File: src/rtl/dmem_pkg.sv
// Data-memory path package with shared widths, memory depth and queue depth
`default_nettype none

package dmem_pkg;

  ////////////////////////////////////////
  // Data path
  ////////////////////////////////////////

  // Data and byte address width, one word
  localparam int XLEN = 32;

  // One enable per byte lane
  localparam int BE_W = XLEN / 8;

  // Byte offset bits inside a word
  localparam int ADR_LSB = $clog2(BE_W);

  ////////////////////////////////////////
  // Memory and queue
  ////////////////////////////////////////

  // SRAM depth in words
  localparam int MEM_WORDS = 256;
  localparam int MEM_AW    = $clog2(MEM_WORDS);

  // Bus command queue, plus one command in the SRAM stage
  localparam int QUEUE_DEPTH = 2;
  localparam int Q_PTR_W     = (QUEUE_DEPTH > 1) ? $clog2(QUEUE_DEPTH) : 1;
  localparam int Q_CNT_W     = $clog2(QUEUE_DEPTH + 1);

  // Posted-write counter, holds up to 3 writes in flight
  localparam int PEND_W = 2;

endpackage

`default_nettype wire

File: src/rtl/dmem_biu.sv
// Bus interface: command queue, SRAM sequencing and in-order completion pulses
`timescale 1ns/1ps
`default_nettype none

module dmem_biu (
  input  wire                          clk,
  input  wire                          rstn,

  // Controller side
  input  wire                          biu_stb,
  input  wire                          biu_we,
  input  wire  [dmem_pkg::XLEN-1:0]    biu_adri,
  input  wire  [dmem_pkg::BE_W-1:0]    biu_be,
  input  wire  [dmem_pkg::XLEN-1:0]    biu_di,
  output logic                         biu_stb_ack,
  output logic                         biu_wack,
  output logic                         biu_rack,
  output logic [dmem_pkg::XLEN-1:0]    biu_do,

  // SRAM side
  output logic                         sram_en,
  output logic                         sram_we,
  output logic [dmem_pkg::MEM_AW-1:0]  sram_addr,
  output logic [dmem_pkg::BE_W-1:0]    sram_be,
  output logic [dmem_pkg::XLEN-1:0]    sram_wdata,
  input  wire  [dmem_pkg::XLEN-1:0]    sram_rdata
);

  import dmem_pkg::*;

  // Command storage
  logic               q_we   [QUEUE_DEPTH];
  logic [MEM_AW-1:0]  q_addr [QUEUE_DEPTH];
  logic [BE_W-1:0]    q_be   [QUEUE_DEPTH];
  logic [XLEN-1:0]    q_data [QUEUE_DEPTH];

  logic [Q_PTR_W-1:0] wr_ptr;
  logic [Q_PTR_W-1:0] rd_ptr;
  logic [Q_CNT_W-1:0] q_cnt;
  logic               q_full;
  logic               q_empty;
  logic               q_push;
  logic               q_pop;

  ////////////////////////////////////////
  // Command queue
  ////////////////////////////////////////

  assign q_full  = (q_cnt == Q_CNT_W'(QUEUE_DEPTH));
  assign q_empty = (q_cnt == '0);

  // Accept whenever there is room
  assign biu_stb_ack = ~q_full;
  assign q_push      = biu_stb & ~q_full;

  // Head goes to the SRAM every cycle it is valid
  assign q_pop = ~q_empty;

  // Byte address reduced to a word address on entry
  always_ff @(posedge clk)
  begin
    if (q_push)
    begin
      q_we[wr_ptr]   <= biu_we;
      q_addr[wr_ptr] <= biu_adri[MEM_AW+ADR_LSB-1:ADR_LSB];
      q_be[wr_ptr]   <= biu_be;
      q_data[wr_ptr] <= biu_di;
    end
  end

  always_ff @(posedge clk or negedge rstn)
  begin
    if (!rstn)
    begin
      wr_ptr <= '0;
      rd_ptr <= '0;
      q_cnt  <= '0;
    end
    else
    begin
      if (q_push)
        wr_ptr <= (wr_ptr == Q_PTR_W'(QUEUE_DEPTH - 1)) ? '0 : wr_ptr + Q_PTR_W'(1);
      if (q_pop)
        rd_ptr <= (rd_ptr == Q_PTR_W'(QUEUE_DEPTH - 1)) ? '0 : rd_ptr + Q_PTR_W'(1);
      case ({q_push, q_pop})
        2'b10:   q_cnt <= q_cnt + Q_CNT_W'(1);
        2'b01:   q_cnt <= q_cnt - Q_CNT_W'(1);
        default: q_cnt <= q_cnt;
      endcase
    end
  end

  ////////////////////////////////////////
  // SRAM access and completion
  ////////////////////////////////////////

  assign sram_en    = q_pop;
  assign sram_we    = q_we[rd_ptr];
  assign sram_addr  = q_addr[rd_ptr];
  assign sram_be    = q_be[rd_ptr];
  assign sram_wdata = q_data[rd_ptr];

  // One done pulse per access, a cycle later
  always_ff @(posedge clk or negedge rstn)
  begin
    if (!rstn)
    begin
      biu_wack <= 1'b0;
      biu_rack <= 1'b0;
    end
    else
    begin
      biu_wack <= q_pop & q_we[rd_ptr];
      biu_rack <= q_pop & ~q_we[rd_ptr];
    end
  end

  // Registered SRAM output lines up with biu_rack
  assign biu_do = sram_rdata;

endmodule

`default_nettype wire

File: config.mk
export PLATFORM = sky130hd
export DESIGN_NAME = dmem_biu
export DESIGN_NICKNAME = d
export VERILOG_FILES = /design/src/rtl/dmem_pkg.sv /design/src/rtl/dmem_biu.sv
export SDC_FILE = /design/constraint.sdc
export NUM_CORES = 1
export LEC_CHECK = 0
export BUFFER_PORTS_ARGS = -buffer_cell sky130_fd_sc_hd__buf_2
export CELL_PAD_IN_SITES_DETAIL_PLACEMENT = 2
export CELL_PAD_IN_SITES_GLOBAL_PLACEMENT = 2
export CORE_UTILIZATION = 30
export DETAILED_ROUTE_END_ITERATION = 16
export PLACE_DENSITY = 0.83
export SLEW_MARGIN = 10
export SYNTH_ARGS = -nofsm -noshare
export SYNTH_HDL_FRONTEND = slang
export SYNTH_SLANG_ARGS = --single-unit
File: constraint.sdc
create_clock -name clk -period 4.2 [get_ports clk]
set_input_delay 0.63 -clock clk [delete_from_list [all_inputs] [get_ports clk]]
set_output_delay 0.63 -clock clk [all_outputs]
set_load 0.1 [all_outputs]
== After elaboration in Yosys (flattened, before gate mapping) ==
Memory sizes are Yosys's and may differ from the RTL's.
Index checks and enable logic that the tools add are counted.

* Reduce and logical (&&, ||, !) cells: 2
* Bitwise logic cells: 6
* Equality and inequality tests: 3
* Multiplexer cells: 5
* $add $sub $neg: 4

{| class="wikitable"
|+ Operator list
! cell !! number
|-
| 2-bit == test, second input constant || 2
|-
| 1-bit two-way mux || 4
|-
| 2-bit one-hot mux with 2 select lines || 1
|-
| 1-bit bitwise AND || 3
|-
| 1-bit inverter || 3
|-
| 1-bit adder, second input constant || 2
|-
| 2-bit by 1-bit adder with 2-bit output, second input constant || 1
|-
| 2-bit by 1-bit == test with 1-bit output, second input constant || 1
|-
| 2-bit logical NOT || 1
|-
| 2-bit nonzero test || 1
|-
| 2-bit by 1-bit subtractor with 2-bit output, second input constant || 1
|}

* Output and inout port bits: 81
* Register bits: 6
* Bits in writable memories: 90
* Memories kept: 4

{| class="wikitable"
|+ Memory list
! memory !! words !! bits a word !! rd ports !! clocked after memory_dff !! write ports !! line !! source
|-
| q_data || 2 || 32 || 1 || 0 || 1 || dmem_biu.sv:35 || <nowiki>logic [XLEN-1:0] q_data [QUEUE_DEPTH];</nowiki>
|-
| q_addr || 2 || 8 || 1 || 0 || 1 || dmem_biu.sv:33 || <nowiki>logic [MEM_AW-1:0] q_addr [QUEUE_DEPTH];</nowiki>
|-
| q_be || 2 || 4 || 1 || 0 || 1 || dmem_biu.sv:34 || <nowiki>logic [BE_W-1:0] q_be [QUEUE_DEPTH];</nowiki>
|-
| q_we || 2 || 1 || 1 || 0 || 1 || dmem_biu.sv:32 || <nowiki>logic q_we [QUEUE_DEPTH];</nowiki>
|}

== Logic depth before layout (Yosys ltp) ==
* Depth in word-level cells: 5
* Depth in mapped cells: 3
* Gate-level depth less buffers: 3

== Worst setup path before layout ==
Ideal clock, no wire load.

* Path type: reg-to-reg
* Start point: register q_cnt[0]
* End point: memory q_addr[0][0] (netlist bit), enable pin
* Setup slack: 465 ps
* Library setup time: 448 ps
* Data arrival time: 3288 ps
* Data required time: 3752 ps
* Period minus slack after synthesis: 3735 ps
* Cell stages (with the launch flop): 4
* Cells stage by stage: dfrtp_1 -> nand2b_1 -> nand2_1 -> nor2_1

* Word-level cells in the longest chain between the ends: 5

{| class="wikitable"
|+ RTL lines
! what !! line !! source
|-
| from (decl) || dmem_biu.sv:39 || <nowiki>logic [Q_CNT_W-1:0] q_cnt;</nowiki>
|-
| from (signal assigned) || dmem_biu.sv:86 || <nowiki>2'b10: q_cnt <= q_cnt + Q_CNT_W'(1);</nowiki>
|-
| from (signal assigned) || dmem_biu.sv:87 || <nowiki>2'b01: q_cnt <= q_cnt - Q_CNT_W'(1);</nowiki>
|-
| from (signal assigned) || dmem_biu.sv:88 || <nowiki>default: q_cnt <= q_cnt;</nowiki>
|-
| 2-bit == test || dmem_biu.sv:49 || <nowiki>assign q_full = (q_cnt == Q_CNT_W'(QUEUE_DEPTH));</nowiki>
|-
| 1-bit inverter || - ||
|-
| net biu_stb_ack || dmem_biu.sv:15 || <nowiki>output logic biu_stb_ack,</nowiki>
|-
| 1-bit bitwise AND || dmem_biu.sv:54 || <nowiki>assign q_push = biu_stb & ~q_full;</nowiki>
|-
| 1-bit two-way mux || dmem_biu.sv:62 || <nowiki>if (q_push)</nowiki>
|-
| 1-bit two-way mux (implied by the code) || dmem_biu.sv:65 || <nowiki>q_addr[wr_ptr] <= biu_adri[MEM_AW+ADR_LSB-1:ADR_LSB];</nowiki>
|-
| to (decl) || dmem_biu.sv:33 ||
|}

The timed path passes the listed nets, and every way through them passes these cells.

== Worst setup path in the final report ==
* Start point: register rd_ptr
* End point: output port sram_wdata[26] (netlist bit)

* Word-level cells in the longest chain between the ends: 1

{| class="wikitable"
|+ RTL lines
! what !! line !! source
|-
| from (decl) || dmem_biu.sv:38 || <nowiki>logic [Q_PTR_W-1:0] rd_ptr;</nowiki>
|-
| from (signal assigned) || dmem_biu.sv:84 || <nowiki>rd_ptr <= (rd_ptr == Q_PTR_W'(QUEUE_DEPTH - 1)) ? '0 : rd_ptr + Q_PTR_W'(1);</nowiki>
|-
| memory read 2 x 32 bit || - ||
|-
| to (decl) || dmem_biu.sv:25 || <nowiki>output logic [dmem_pkg::XLEN-1:0] sram_wdata,</nowiki>
|}

No other way between the ends.

==> results.tsv <==
stage	metric	value	unit
outcome	run_status	complete, no violations	
routing	postRouteWirelength	7090	um
synth	yosys_warnings	0	
critical_path	worst_r2r_endpoint	q_data[0][3]	
timing	final_min_period_over_clock_period	63.5	%
clock_tree	clock_sink_count	96	
critical_path	crit_fanout	18	
synth	synth_seq_area_share	72.8	%
timing	finalCriticalPeriod	2.67	ns
clock_tree	max-clock-path-buffers	2	
final_layout	finish.utilization	36.0	%
timing	transition_time_of_the_tightest_slew_check_pin	1.14	ns
routing	avgViaCountPerCell	4.14	
timing	setup-violations-final	0	
timing	rsz0062_at_grt	no	
grt	grt_pass1_wl	10700	um
place	port-buffer-count	96	
hold_path	holdCritPathClass	in -> async	
synth	syn_nets	294	
critical_path	setup.reg_to_reg.worst_slack	2.21	ns
timing	slew-limit-headroom	23.8	%
timing	final_max_slew_viols	0	
critical_path	worstPathArrival	2.04	ns
final_layout	drive_above_1_share	59.3	%
floorplan	placeable_core_region	0.0127	mm2
floorplan	die_x	116	um
clock_tree	cts-root-buf	sky130_fd_sc_hd__clkbuf_16	
synth	yosys_register_bits	96	
final_layout	p_r_area_growth_vs_syn	16.6	%
timing	clock.fmax	375	MHz
clock_tree	htree_num_levels	3	
clock_tree	cts_stage_hold_buffer_count	0	
clock_tree	tritoncts_clock_tree	done	
floorplan	design.portCount	185	
clock_tree	insertion_delay_to_the_later_sink_of_the_worst_skew_pair	0.34	ns
timing	timing.clock.skew	0.00435	ns
timing	hold_ws	0.102	ns
clock_tree	post-cts-setup-buffer-count	0	
routing	postRouteAntennaNets	0	
flow_run	max_cap_viol_count	0	
final_layout	finalNetCount	367	
critical_path	worst-r2r-cell-count	4	
grt	grt_antenna_before_repair	0	
clock_tree	path_clk_slew	0.06	ns
synth	post_synth.cell_area_avg	20.6	um2
routing	drt_drc_violations_left	0	
grt	grt_pass1_vias	2034	
routing	avgRoutedWirePerCell	16.1	um
critical_path	endpoint_kind	output pin	
clock_tree	post_cts.resized_instances	0	
clock_tree	cts_buffers	9	
critical_path	startpoint	rd_ptr	
timing	setup_tns	0	ns
place	postPlaceCellArea	0.00431	mm2
grt	grt_max_degree	46	
grt	grt_overflow	0	
routing	detailedRoute.firstIterationViolations	52	
place	gpl.final_weighted_congestion	0.636	
place	dp_hpwl	4860	um
timing	hold_viol_final	0	
floorplan	placementRows	41	
synth	synth_cell_type_count	15	
synth	synth.cell_area	0.00392	mm2
critical_path	worst-setup-path-type	reg -> out	
final_layout	ant_diodes	0	
floorplan	floorplan.die_area	0.0135	mm2
critical_path	r2r_start	q_cnt[1]	
floorplan	floorplan.die.height	116	um
synth	synthCells	190	
critical_path	critPathCapture	sram_wdata[26]	
final_layout	finalInstanceArea	0.00457	mm2
critical_path	cp_data_required_time	3.57	ns
routing	drt_first_pass_iters	4	
floorplan	initial_core_util	30.9	%
critical_path	startpoint_type	flip-flop	
routing	detailroute.via_count	1821	
grt	groute.usage.overall	11.2	%
-- placed cells by master (no fill, tap or decap) --
cell type                    n
sky130_fd_sc_hd__dfrtp_2     1
sky130_fd_sc_hd__clkbuf_1    5
sky130_fd_sc_hd__dfrtp_1     5
sky130_fd_sc_hd__edfxtp_1   90
sky130_fd_sc_hd__nor2b_4     1
sky130_fd_sc_hd__xnor2_1     2
sky130_fd_sc_hd__nand2_1     1
sky130_fd_sc_hd__buf_4       3
sky130_fd_sc_hd__nor2_1      2
sky130_fd_sc_hd__buf_2      96
sky130_fd_sc_hd__mux2_4     40
sky130_fd_sc_hd__inv_1       1
sky130_fd_sc_hd__and3_2      1
sky130_fd_sc_hd__clkinv_2    2
sky130_fd_sc_hd__and2_1      1
sky130_fd_sc_hd__nor2_4      1
sky130_fd_sc_hd__clkbuf_16   9
sky130_fd_sc_hd__nand2b_1    2
sky130_fd_sc_hd__mux2_2      5
-- worst min path at each step --
| stage | end | cells past startpoint |
|---|---|---|
| 2_1_floorplan | biu_rack | 0 |
| 3_3_place_gp | biu_wack | 1 |
| 3_5_place_dp | biu_rack | 1 |
| 4_1_cts | biu_rack | 1 |
| 5_1_grt | biu_rack | 1 |
| 6_report | biu_rack | 1 |
-- critical path, stage by stage (launching register included) --
cell	delay, ns
sky130_fd_sc_hd__dfrtp_2	0.60
sky130_fd_sc_hd__buf_4	0.40
sky130_fd_sc_hd__mux2_2	0.39
sky130_fd_sc_hd__buf_2	0.30
-- through the flow --
| step | std cells | worst slack [ns] |
|---|---|---|
| finish | 440 | 1.53 |
| global route | 440 | 1.42 |
| CTS | 440 | 1.47 |
| detailed placement | 424 | 1.86 |
| global placement | 424 | 1.87 |
| floorplan | 190 | 0.465 |
-- routing by layer --
layer  GRT usage, %  up-vias  part of all wire, %
li1               -      822                    -
met2           19.9       71                   51
met3           4.10       28                  6.5
met5              0        -                    0
met1           10.9      900                   39
met4           7.61        0                  3.1
-- cell usage after synthesis --
library cell	instances	area [um2]
sky130_fd_sc_hd__and2_1	1	6.26
sky130_fd_sc_hd__nor2_1	3	11.3
sky130_fd_sc_hd__edfxtp_1	90	2700
sky130_fd_sc_hd__mux2_4	40	601
sky130_fd_sc_hd__dfrtp_1	6	150
sky130_fd_sc_hd__nor2b_4	1	13.8
sky130_fd_sc_hd__nand2_1	1	3.75
sky130_fd_sc_hd__buf_4	32	240
sky130_fd_sc_hd__buf_12	4	80.1
sky130_fd_sc_hd__buf_6	1	11.3
sky130_fd_sc_hd__inv_1	1	3.75
sky130_fd_sc_hd__mux2_2	5	56.3
sky130_fd_sc_hd__xnor2_1	2	17.5
sky130_fd_sc_hd__and3_1	1	6.26
sky130_fd_sc_hd__nand2b_1	2	12.5
-- layout make-up --
type                    count  area [um2]
fillers                  1283        8100
flip-flops and latches     96        2850
multi-input cells          56         737
repair buffers             99         503
clock buffers              14         244
well taps                 172         215
clock inverters             2        10.0
inverters                   1        3.75
-- flip-flops by register name, indices dropped and copies added, names as in the netlist --
| signal | count |
|---|---|
| biu_wack | 1 |
| biu_rack | 1 |
| rd_ptr | 1 |
| q_we | 2 |
| q_cnt | 2 |
| wr_ptr | 1 |
| q_data | 64 |
| q_be | 8 |
| q_addr | 16 |
-- cell families after synthesis --
| kind of cell | share of synthesized area [%] |
|---|---|
| xor gates and xnor gates | 0.447 |
| buffers and inverters | 8.56 |
| DFF | 72.8 |
| muxes | 16.8 |
| and+or+nand+nor | 1.37 |
Power is not shown: default switching activity piles up to over one toggle a cycle in this logic, so the estimate is an artifact.
