## config.mk

```make
export PLATFORM = sky130hd
export DESIGN_NAME = dmem_nocache_ctrl
export DESIGN_NICKNAME = d
export VERILOG_FILES = /design/src/rtl/dmem_pkg.sv /design/src/rtl/dmem_nocache_ctrl.sv
export SDC_FILE = /design/constraint.sdc
export NUM_CORES = 1
export LEC_CHECK = 0
export ABC_AREA = 0
export BUFFER_PORTS_ARGS = -buffer_cell sky130_fd_sc_hd__buf_2
export CAP_MARGIN = 40
export CORE_ASPECT_RATIO = 1.75
export CORE_MARGIN = 4
export CORE_UTILIZATION = 45
export CTS_CLUSTER_DIAMETER = 80
export DETAILED_ROUTE_END_ITERATION = 10
export GPL_TIMING_DRIVEN = 0
export PLACE_DENSITY = 0.9
export SYNTH_ARGS = -nofsm -noshare
export SYNTH_HDL_FRONTEND = slang
export SYNTH_SLANG_ARGS = --single-unit
```

## constraint.sdc

```tcl
create_clock -name clk -period 3.8 [get_ports clk]
set_input_delay 0.38 -clock clk [delete_from_list [all_inputs] [get_ports clk]]
set_output_delay 0.38 -clock clk [all_outputs]
set_load 0.02 [all_outputs]
```

## src/rtl/dmem_pkg.sv

```systemverilog
// Data-memory path package with shared widths, memory depth and queue depth
`default_nettype none

package dmem_pkg;

  ////////////////////////////////////////
  // Data path
  ////////////////////////////////////////

  // Data and byte address width, one word
  localparam int XLEN = 32;

  // One enable per byte lane
  localparam int BE_W = XLEN / 8;

  // Byte offset bits inside a word
  localparam int ADR_LSB = $clog2(BE_W);

  ////////////////////////////////////////
  // Memory and queue
  ////////////////////////////////////////

  // SRAM depth in words
  localparam int MEM_WORDS = 256;
  localparam int MEM_AW    = $clog2(MEM_WORDS);

  // Bus command queue, plus one command in the SRAM stage
  localparam int QUEUE_DEPTH = 2;
  localparam int Q_PTR_W     = (QUEUE_DEPTH > 1) ? $clog2(QUEUE_DEPTH) : 1;
  localparam int Q_CNT_W     = $clog2(QUEUE_DEPTH + 1);

  // Posted-write counter, holds up to 3 writes in flight
  localparam int PEND_W = 2;

endpackage

`default_nettype wire

```

## src/rtl/dmem_nocache_ctrl.sv

```systemverilog
// No-cache data controller: holds CPU requests, posts writes, blocks reads
`timescale 1ns/1ps
`default_nettype none

module dmem_nocache_ctrl (
  input  wire                         clk,
  input  wire                         rstn,

  // CPU side
  input  wire                         mem_req,
  input  wire                         mem_we,
  input  wire  [dmem_pkg::XLEN-1:0]   mem_adr,
  input  wire  [dmem_pkg::XLEN-1:0]   mem_d,
  input  wire  [dmem_pkg::BE_W-1:0]   mem_be,
  output logic [dmem_pkg::XLEN-1:0]   mem_q,
  output logic                        mem_ack,

  // Bus interface side
  output logic                        biu_stb,
  output logic                        biu_we,
  output logic [dmem_pkg::XLEN-1:0]   biu_adri,
  output logic [dmem_pkg::BE_W-1:0]   biu_be,
  output logic [dmem_pkg::XLEN-1:0]   biu_di,
  input  wire                         biu_stb_ack,
  input  wire                         biu_wack,
  input  wire                         biu_rack,
  input  wire  [dmem_pkg::XLEN-1:0]   biu_do
);

  import dmem_pkg::*;

  typedef enum logic [1:0] {
    IDLE,
    WRITE,
    WAIT4ACK,
    READ
  } state_t;

  state_t            state;

  // Held copy of a request the bus has not taken yet
  logic              hold_req;
  logic              hold_we;
  logic [XLEN-1:0]   hold_adr;
  logic [XLEN-1:0]   hold_d;
  logic [BE_W-1:0]   hold_be;

  logic              req_v;
  logic              accept;
  logic              last_wack;
  logic [PEND_W-1:0] pend_cnt;

  ////////////////////////////////////////
  // Request hold
  ////////////////////////////////////////

  // Payload captured on every strobe
  always_ff @(posedge clk)
  begin
    if (mem_req)
    begin
      hold_we  <= mem_we;
      hold_adr <= mem_adr;
      hold_d   <= mem_d;
      hold_be  <= mem_be;
    end
  end

  // Request stays live until the bus takes it
  always_ff @(posedge clk or negedge rstn)
  begin
    if (!rstn)
      hold_req <= 1'b0;
    else
      hold_req <= req_v & ~accept;
  end

  assign req_v  = mem_req | hold_req;
  assign accept = biu_stb & biu_stb_ack;

  // Held values win, fresh strobe goes straight through
  assign biu_we   = hold_req ? hold_we  : mem_we;
  assign biu_adri = hold_req ? hold_adr : mem_adr;
  assign biu_be   = hold_req ? hold_be  : mem_be;
  assign biu_di   = hold_req ? hold_d   : mem_d;

  ////////////////////////////////////////
  // Posted-write tracking
  ////////////////////////////////////////

  // Up on each accepted write, down on each write-done
  always_ff @(posedge clk or negedge rstn)
  begin
    if (!rstn)
      pend_cnt <= '0;
    else
      case ({accept & biu_we, biu_wack})
        2'b10:   pend_cnt <= pend_cnt + PEND_W'(1);
        2'b01:   pend_cnt <= pend_cnt - PEND_W'(1);
        default: pend_cnt <= pend_cnt;
      endcase
  end

  // Last outstanding write finishes this cycle
  assign last_wack = biu_wack & (pend_cnt == PEND_W'(1));

  ////////////////////////////////////////
  // State machine
  ////////////////////////////////////////

  always_ff @(posedge clk or negedge rstn)
  begin
    if (!rstn)
    begin
      state   <= IDLE;
      mem_ack <= 1'b0;
    end
    else
    begin
      mem_ack <= 1'b0;
      case (state)
        // Nothing in flight, queue empty
        IDLE:
          if (accept)
          begin
            if (biu_we)
            begin
              state   <= WRITE;
              mem_ack <= 1'b1;
            end
            else
              state <= READ;
          end

        // Posted writes outstanding
        WRITE:
          if (accept)
          begin
            if (biu_we)
              mem_ack <= 1'b1;
            else
              state <= READ;
          end
          else if (req_v && !biu_we)
            state <= WAIT4ACK;
          else if (!req_v && last_wack)
            state <= IDLE;

        // Read parked until the writes drain
        WAIT4ACK:
          if (accept)
            state <= READ;

        // Read issued, wait for its data
        READ:
          if (biu_rack)
          begin
            mem_ack <= 1'b1;
            state   <= IDLE;
          end

        default: state <= IDLE;
      endcase
    end
  end

  // Read data for the CPU
  always_ff @(posedge clk)
  begin
    if (state == READ && biu_rack)
      mem_q <= biu_do;
  end

  // Reads only go out once no write is left in flight
  always_comb
  begin
    case (state)
      IDLE:     biu_stb = req_v;
      WRITE:    biu_stb = req_v & (biu_we | last_wack);
      WAIT4ACK: biu_stb = req_v & last_wack;
      default:  biu_stb = 1'b0;
    endcase
  end

endmodule

`default_nettype wire

```

* Word level (Yosys, flattened, before mapping)
Cells that the tools add are included.
** Word-level totals
- Output and inout port bits :: 103
- Register bits :: 107
- Bits of input ports :: 107
** Operators by class
- Muxes and demuxes :: 19
- Reductions and logical operators :: 9
- Bitwise logic cells :: 9
- Equal/unequal tests :: 11
- Add/subtract/negate cells :: 2
** Operators by type and width (number)
- 32-bit two-way mux :: 2
- 2-bit two-way mux :: 8
- 2-bit case mux with 4 select lines :: 1
- 1-bit AND :: 6
- 2-bit by 1-bit equality test with 1-bit output, second input constant :: 3
- 2-bit equality test, second input constant :: 3
- 2-bit inequality test, second input constant :: 3
- 5-bit AND reduction :: 1
- 1-bit two-way mux :: 4
- 4-bit two-way mux :: 1
- 4-bit inequality test, second input constant :: 1
- 2-bit case mux with 2 select lines :: 1
- 1-bit logical AND :: 3
- 3-bit inequality test, second input constant :: 1
- 1-bit case mux with 3 select lines :: 1
- 2-bit by 1-bit adder with 2-bit output, second input constant :: 1
- 1-bit zero test :: 2
- 2-bit zero test :: 1
- 1-bit bitwise OR :: 2
- 1-bit case mux with 2 select lines :: 1
- 2-bit nonzero test :: 1
- 2-bit OR reduction :: 1
- 2-bit by 1-bit subtractor with 2-bit output, second input constant :: 1
- 1-bit NOT :: 1

* Depth between registers and ports, before layout
- Word-level depth :: 9
- Mapped depth :: 9
- Mapped depth without buffers :: 9

* Worst setup path after synthesis
Ideal clock, no wire load.
- Path kind :: register to register
- From :: register state[0]
- To :: register pend_cnt[1]
- Library setup time :: 127 ps
- Arrival :: 1947 ps
- Path slack :: 1726 ps
- Buffers on the path :: 0
- Stages on the path, launching flop included :: 10
- Path through :: dfrtp_1 inv_1 ha_1 a31o_1 a31oi_4 nor4b_4 nand2_1 ha_1 nand2_1 o21ai_0
** Between the ends
- Cells in the longest elaborated chain, start to end :: 6
- Elaborated cells on any way between the ends :: 10
- Those cells by class :: 4 x eq/ne; 2 x mux; 2 x bitwise; 2 x reduce/logical
** Ends and longest elaborated chain
- from (decl) :: line dmem_nocache_ctrl.sv:39 : state_t state;
- from (signal assigned) :: line dmem_nocache_ctrl.sv:115 : state <= IDLE;
- from (signal assigned) :: line dmem_nocache_ctrl.sv:128 : state <= WRITE;
- from (signal assigned) :: line dmem_nocache_ctrl.sv:132 : state <= READ;
- 2-bit equality test (tied with other cells) :: line dmem_nocache_ctrl.sv:177 : case (state)
- 1-bit case mux with 3 select lines * :: line dmem_nocache_ctrl.sv:177
- 1-bit AND * :: line dmem_nocache_ctrl.sv:79 : assign accept = biu_stb & biu_stb_ack;
- 1-bit AND * :: line dmem_nocache_ctrl.sv:97 : case ({accept & biu_we, biu_wack})
- 2-bit by 1-bit equality test with 1-bit output / 2-bit equality test (equally long branches) :: line dmem_nocache_ctrl.sv:97
- 2-bit case mux with 2 select lines / 2-bit nonzero test (equally long branches)
- to (signal assigned) :: line dmem_nocache_ctrl.sv:98 : 2'b10: pend_cnt <= pend_cnt + PEND_W'(1);
- to (signal assigned) :: line dmem_nocache_ctrl.sv:99 : 2'b01: pend_cnt <= pend_cnt - PEND_W'(1);
- to (signal assigned) :: line dmem_nocache_ctrl.sv:100 : default: pend_cnt <= pend_cnt;
- to (decl) :: line dmem_nocache_ctrl.sv:51 : logic [PEND_W-1:0] pend_cnt;
Mark *: on every way between the ends. The rest lies on a longest branch, timed or not.
A chain may end at the register's enable or synchronous reset.

* Final worst setup path
- From :: register hold_req
- To :: output port biu_di[14] (netlist name)
** Between the ends
- Cells in the longest elaborated chain, start to end :: 1
** Ends and longest elaborated chain
- from (decl) :: line dmem_nocache_ctrl.sv:42 : logic hold_req;
- from (signal assigned) :: line dmem_nocache_ctrl.sv:75 : hold_req <= req_v & ~accept;
- 32-bit two-way mux :: line dmem_nocache_ctrl.sv:85 : assign biu_di = hold_req ? hold_d : mem_d;
- to (decl) :: line dmem_nocache_ctrl.sv:23 : output logic [dmem_pkg::XLEN-1:0] biu_di,
No other way between the ends.

==> impl_metrics.prom <==
# TYPE chip_impl_metric gauge
chip_impl_metric{name="ff_latch_area",unit="sq um"} 3180
chip_impl_metric{name="layout-drive-gt1-share",unit="%"} 65.8
chip_impl_info{name="holdPathEnd",value="mem_q[13]"} 1
chip_impl_metric{name="final.setup.tns",unit="ns"} 0
chip_impl_metric{name="dr.pass1.iters",unit=""} 4
chip_impl_metric{name="routed_via_density",unit=""} 5.01
chip_impl_metric{name="highest_fanout_seen_on_the_critical_path",unit=""} 10
chip_impl_info{name="grt_setup_unrepaired",value="false"} 1
chip_impl_info{name="hp-start",value="biu_do[13]"} 1
chip_impl_metric{name="placedCellCount",unit=""} 561
chip_impl_metric{name="required",unit="ns"} 3.42
chip_impl_metric{name="swShare",unit="%"} 35.2
chip_impl_metric{name="core_area",unit="sq um"} 9470
chip_impl_metric{name="syn_nets",unit=""} 344
chip_impl_info{name="timing.rr.end",value="pend_cnt[1]"} 1
chip_impl_info{name="r2r-start",value="state[0]"} 1
chip_impl_metric{name="finalHoldViolations",unit=""} 0
chip_impl_metric{name="total_power_density_per_cell_area",unit="nW/um^2"} 669
chip_impl_metric{name="power.static_leakage",unit="uW"} 0.00248
chip_impl_metric{name="die_h",unit="microns"} 138
chip_impl_metric{name="cts-resized-gates",unit=""} 0
chip_impl_metric{name="clock_transition_at_the_register_clock_pins_on_the_worst_setup_and_hold_paths_after_cts",unit="ns"} 0.08
chip_impl_metric{name="max_cap_violations",unit=""} 0
chip_impl_metric{name="detailed_place_hpwl",unit="microns"} 8100
chip_impl_metric{name="detail-route-antenna-nets",unit=""} 0
chip_impl_metric{name="port-buffer-count",unit=""} 209
chip_impl_metric{name="grt_pass1_wl",unit="microns"} 15300
chip_impl_metric{name="floorplan.initialDensity",unit="%"} 46.0
chip_impl_metric{name="ys_types",unit=""} 29
chip_impl_metric{name="wl_per_cell",unit="microns"} 17.7
chip_impl_metric{name="seqPwrFrac",unit="%"} 37.9
chip_impl_metric{name="die_area",unit="sq um"} 11400
chip_impl_info{name="worstSetupPathType",value="register to output port"} 1
chip_impl_metric{name="ys_seq_elements",unit=""} 107
chip_impl_metric{name="avgSynthCellArea",unit="sq um"} 19.0
chip_impl_metric{name="tightestPinTransition",unit="ns"} 0.908
chip_impl_metric{name="synth.cell_area",unit="sq um"} 4360
chip_impl_info{name="synth_most_common_cell",value="edfxtp_1"} 1
chip_impl_metric{name="peakVddDrop",unit="mV"} 0.420
chip_impl_metric{name="antenna_violations_before_repair",unit=""} 0
chip_impl_metric{name="max_freq",unit="MHz"} 373
chip_impl_metric{name="power.clock.fraction",unit="%"} 22.7
chip_impl_info{name="synth.top_cells.by_count",value="edfxtp_1, mux2_2, ha_1, dfrtp_1"} 1
chip_impl_metric{name="multi_input_comb_area",unit="sq um"} 1120
chip_impl_metric{name="cts.sink_count",unit=""} 107
chip_impl_metric{name="synth_async_sr_flop_share",unit="%"} 5.61
chip_impl_info{name="hold_path_class",value="input pin to register"} 1
chip_impl_metric{name="worst_path_largest_cell_delay",unit="ns"} 0.54
chip_impl_metric{name="p_sw",unit="uW"} 1390
chip_impl_metric{name="global_route.overflow_total",unit=""} 0
chip_impl_metric{name="final.setup_skew",unit="ns"} 0.00807
chip_impl_metric{name="count_of_filler_cells_inserted_in_the_layout",unit=""} 740
chip_impl_info{name="crit_path_cell_trace",value="buf_4 -> clkbuf_1 -> buf_2 -> mux2_2 -> buf_2"} 1
chip_impl_metric{name="yosys_warnings",unit=""} 0
chip_impl_metric{name="htreeDepth",unit=""} 3
chip_impl_metric{name="fin_cells",unit=""} 578
chip_impl_metric{name="internal_power",unit="uW"} 2550
chip_impl_info{name="timing.critical_path.from_type",value="register"} 1
chip_impl_metric{name="final.min_clock_period",unit="ns"} 2.68
chip_impl_info{name="cts.root.buffer_cell",value="clkbuf_16"} 1
chip_impl_metric{name="timing.hold.worst_path_depth",unit=""} 1
chip_impl_metric{name="grtUsageTotal",unit="%"} 17.8
chip_impl_metric{name="routed_wl",unit="microns"} 10200
chip_impl_metric{name="drc_violations",unit=""} 0
chip_impl_metric{name="worstPathArrival",unit="ns"} 2.30
chip_impl_info{name="critPathSlowestCell",value="clkbuf_1"} 1
chip_impl_metric{name="vias_in_the_first_global_route",unit=""} 3149
chip_impl_metric{name="row_count",unit=""} 47
chip_impl_metric{name="grt_max_degree",unit=""} 73
chip_impl_metric{name="ioPinCount",unit=""} 210
chip_impl_metric{name="antenna_cells_inserted",unit=""} 0
chip_impl_info{name="yosysTopAreaCell",value="edfxtp_1"} 1
chip_impl_info{name="run_status",value="finished clean"} 1
chip_impl_info{name="post_synth_main_area_contributors",value="edfxtp_1, mux2_2, dfrtp_1, ha_1, nor4b_4"} 1
chip_impl_metric{name="postPlaceCellArea",unit="sq um"} 5590
chip_impl_metric{name="synth_top_area_share",unit="%"} 69.6
chip_impl_metric{name="post_cts.repair.setup_buffers",unit=""} 0
chip_impl_info{name="timing.critical_path.mode_cell",value="buf_2"} 1
chip_impl_metric{name="synth_edf_count",unit=""} 101
chip_impl_metric{name="stdcell_area",unit="sq um"} 5890
chip_impl_info{name="critical_path.endpoint_type",value="output port"} 1
chip_impl_metric{name="timing.final.max_slew_violations",unit=""} 0
chip_impl_metric{name="area_delta_synth_final",unit="%"} 35.2
chip_impl_info{name="tritoncts",value="yes"} 1
chip_impl_metric{name="setup_violations",unit=""} 0
chip_impl_metric{name="reg2regPathDepth",unit=""} 9
chip_impl_metric{name="die_width",unit="microns"} 82.4
chip_impl_info{name="postSynth.topFlopCell",value="edfxtp_1"} 1
chip_impl_metric{name="period_share",unit="%"} 70.6
chip_impl_metric{name="relSlewSlack",unit="%"} 39.4
chip_impl_metric{name="cts_buffer_depth",unit=""} 2
chip_impl_metric{name="final_core_util",unit="%"} 62.2
chip_impl_metric{name="synthCells",unit=""} 229
chip_impl_metric{name="vias",unit=""} 2897
chip_impl_info{name="worst_setup_path_startpoint",value="hold_req"} 1
chip_impl_metric{name="gp_congestion",unit=""} 0.856
chip_impl_metric{name="synth.yosys.seq_area_share",unit="%"} 73.1
chip_impl_metric{name="first_iter_violations",unit=""} 130
chip_impl_metric{name="worst_r2r_setup_slack",unit="ns"} 1.43
chip_impl_metric{name="cts_made_buffers",unit=""} 9
chip_impl_metric{name="worst_skew_pair.late_latency",unit="ns"} 0.34
chip_impl_metric{name="fin_hold_ws",unit="ns"} 0.208
chip_impl_metric{name="power_frac_comb",unit="%"} 39.3
chip_impl_metric{name="count_of_nets_after_finishing",unit=""} 566
[metal layers]
metal,part of all wire (%),GRT usage (%),vias up,routed length [microns]
li1,-,-,1345,-
met5,0,0,-,0
met3,6.3,2.93,22,643
met2,57,34.1,135,5860
met1,33,17.2,1395,3410
met4,3.1,8.76,0,318
[metrics by stage]
stage	power [uW]	setup WS, ns
CTS	3970	1.04
global route	4130	0.958
detailed placement	3080	1.26
finish	3940	1.12
global placement	3000	0.864
floorplan	2580	1.73
[layout by cell type, fill, tap and decap left out, types with 2 or more instances in the layout]
master / Yosys / routed
mux2i_1: 2 / 2
inv_1: 5 / 5
edfxtp_1: 101 / 101
clkbuf_1: 5 / 5
nor4b_1: 2 / 2
nor2_1: 3 / 3
inv_6: 0 / 3
nor3_1: 2 / 2
buf_2: 2 / 210
nor2b_1: 2 / 2
a21oi_1: 3 / 3
ha_1: 8 / 8
mux2_2: 68 / 68
o21ai_0: 3 / 3
dfrtp_1: 6 / 6
buf_4: 1 / 2
nand2_1: 3 / 3
clkbuf_16: 0 / 9
[power by group through the flow]
stage	sequential, uW	clock (uW)	combinational [uW]
2_1_floorplan	1560	0	1010
3_3_place_gp	1510	0	1490
3_5_place_dp	1520	0	1550
4_1_cts	1500	916	1560
5_1_grt	1510	977	1650
6_report	1490	896	1550
[how the worst max path moves through the flow]
stage / end / slack, ns / cells past startpoint
6_report: biu_di[14] / 1.12 / 5
4_1_cts: biu_di[14] / 1.04 / 5
3_5_place_dp: pend_cnt[1] / 1.26 / 7
5_1_grt: biu_di[14] / 0.96 / 5
2_1_floorplan: pend_cnt[1] / 1.73 / 9
3_3_place_gp: pend_cnt[1] / 0.86 / 7
[layout make-up]
| class | count | area share [%] |
|---|---|---|
| Inverter | 5 | 0.319 |
| Multi-Input combinational cell | 109 | 19.0 |
| Sequential cell | 107 | 54.0 |
| Clock buffer | 9 | 3.82 |
| Clock inverter | 7 | 1.19 |
| Buffer | 8 | 0.616 |
| Timing Repair Buffer | 211 | 18.4 |
| Tap cell | 122 | 2.59 |
[cell families after synthesis]
| logic type | Yosys count | share of synthesized area [%] |
|---|---|---|
| muxes | 71 | 18.4 |
| xor gates and xnor gates | 2 | 0.402 |
| AOI/OAI and AO/OA | 10 | 1.75 |
| DFF | 107 | 73.1 |
| buffers and inverters | 13 | 1.26 |
| adders and majority gates | 8 | 2.30 |
| and+or+nand+nor | 18 | 2.84 |
[registers in the layout, indices dropped and copies added (netlist names)]
register / cells
hold_req: 1
mem_ack: 1
hold_be: 4
mem_q: 32
pend_cnt: 2
state: 2
hold_d: 32
hold_we: 1
hold_adr: 32
[worst max-delay path, delay by kind of cell, from the launching register on]
kind / cells / cell delay [ns]
buffers and inverters: 4 / 1.25
flip-flops: 1 / 0.32
multiplexers: 1 / 0.38
[what timing repair did]
action | CTS | global route
hold buffers | 1 | 0
hold endpoints to repair | 6 | 0
endpoints found under the setup margin | 0 | 0
(Power assumes the default switching activity.)
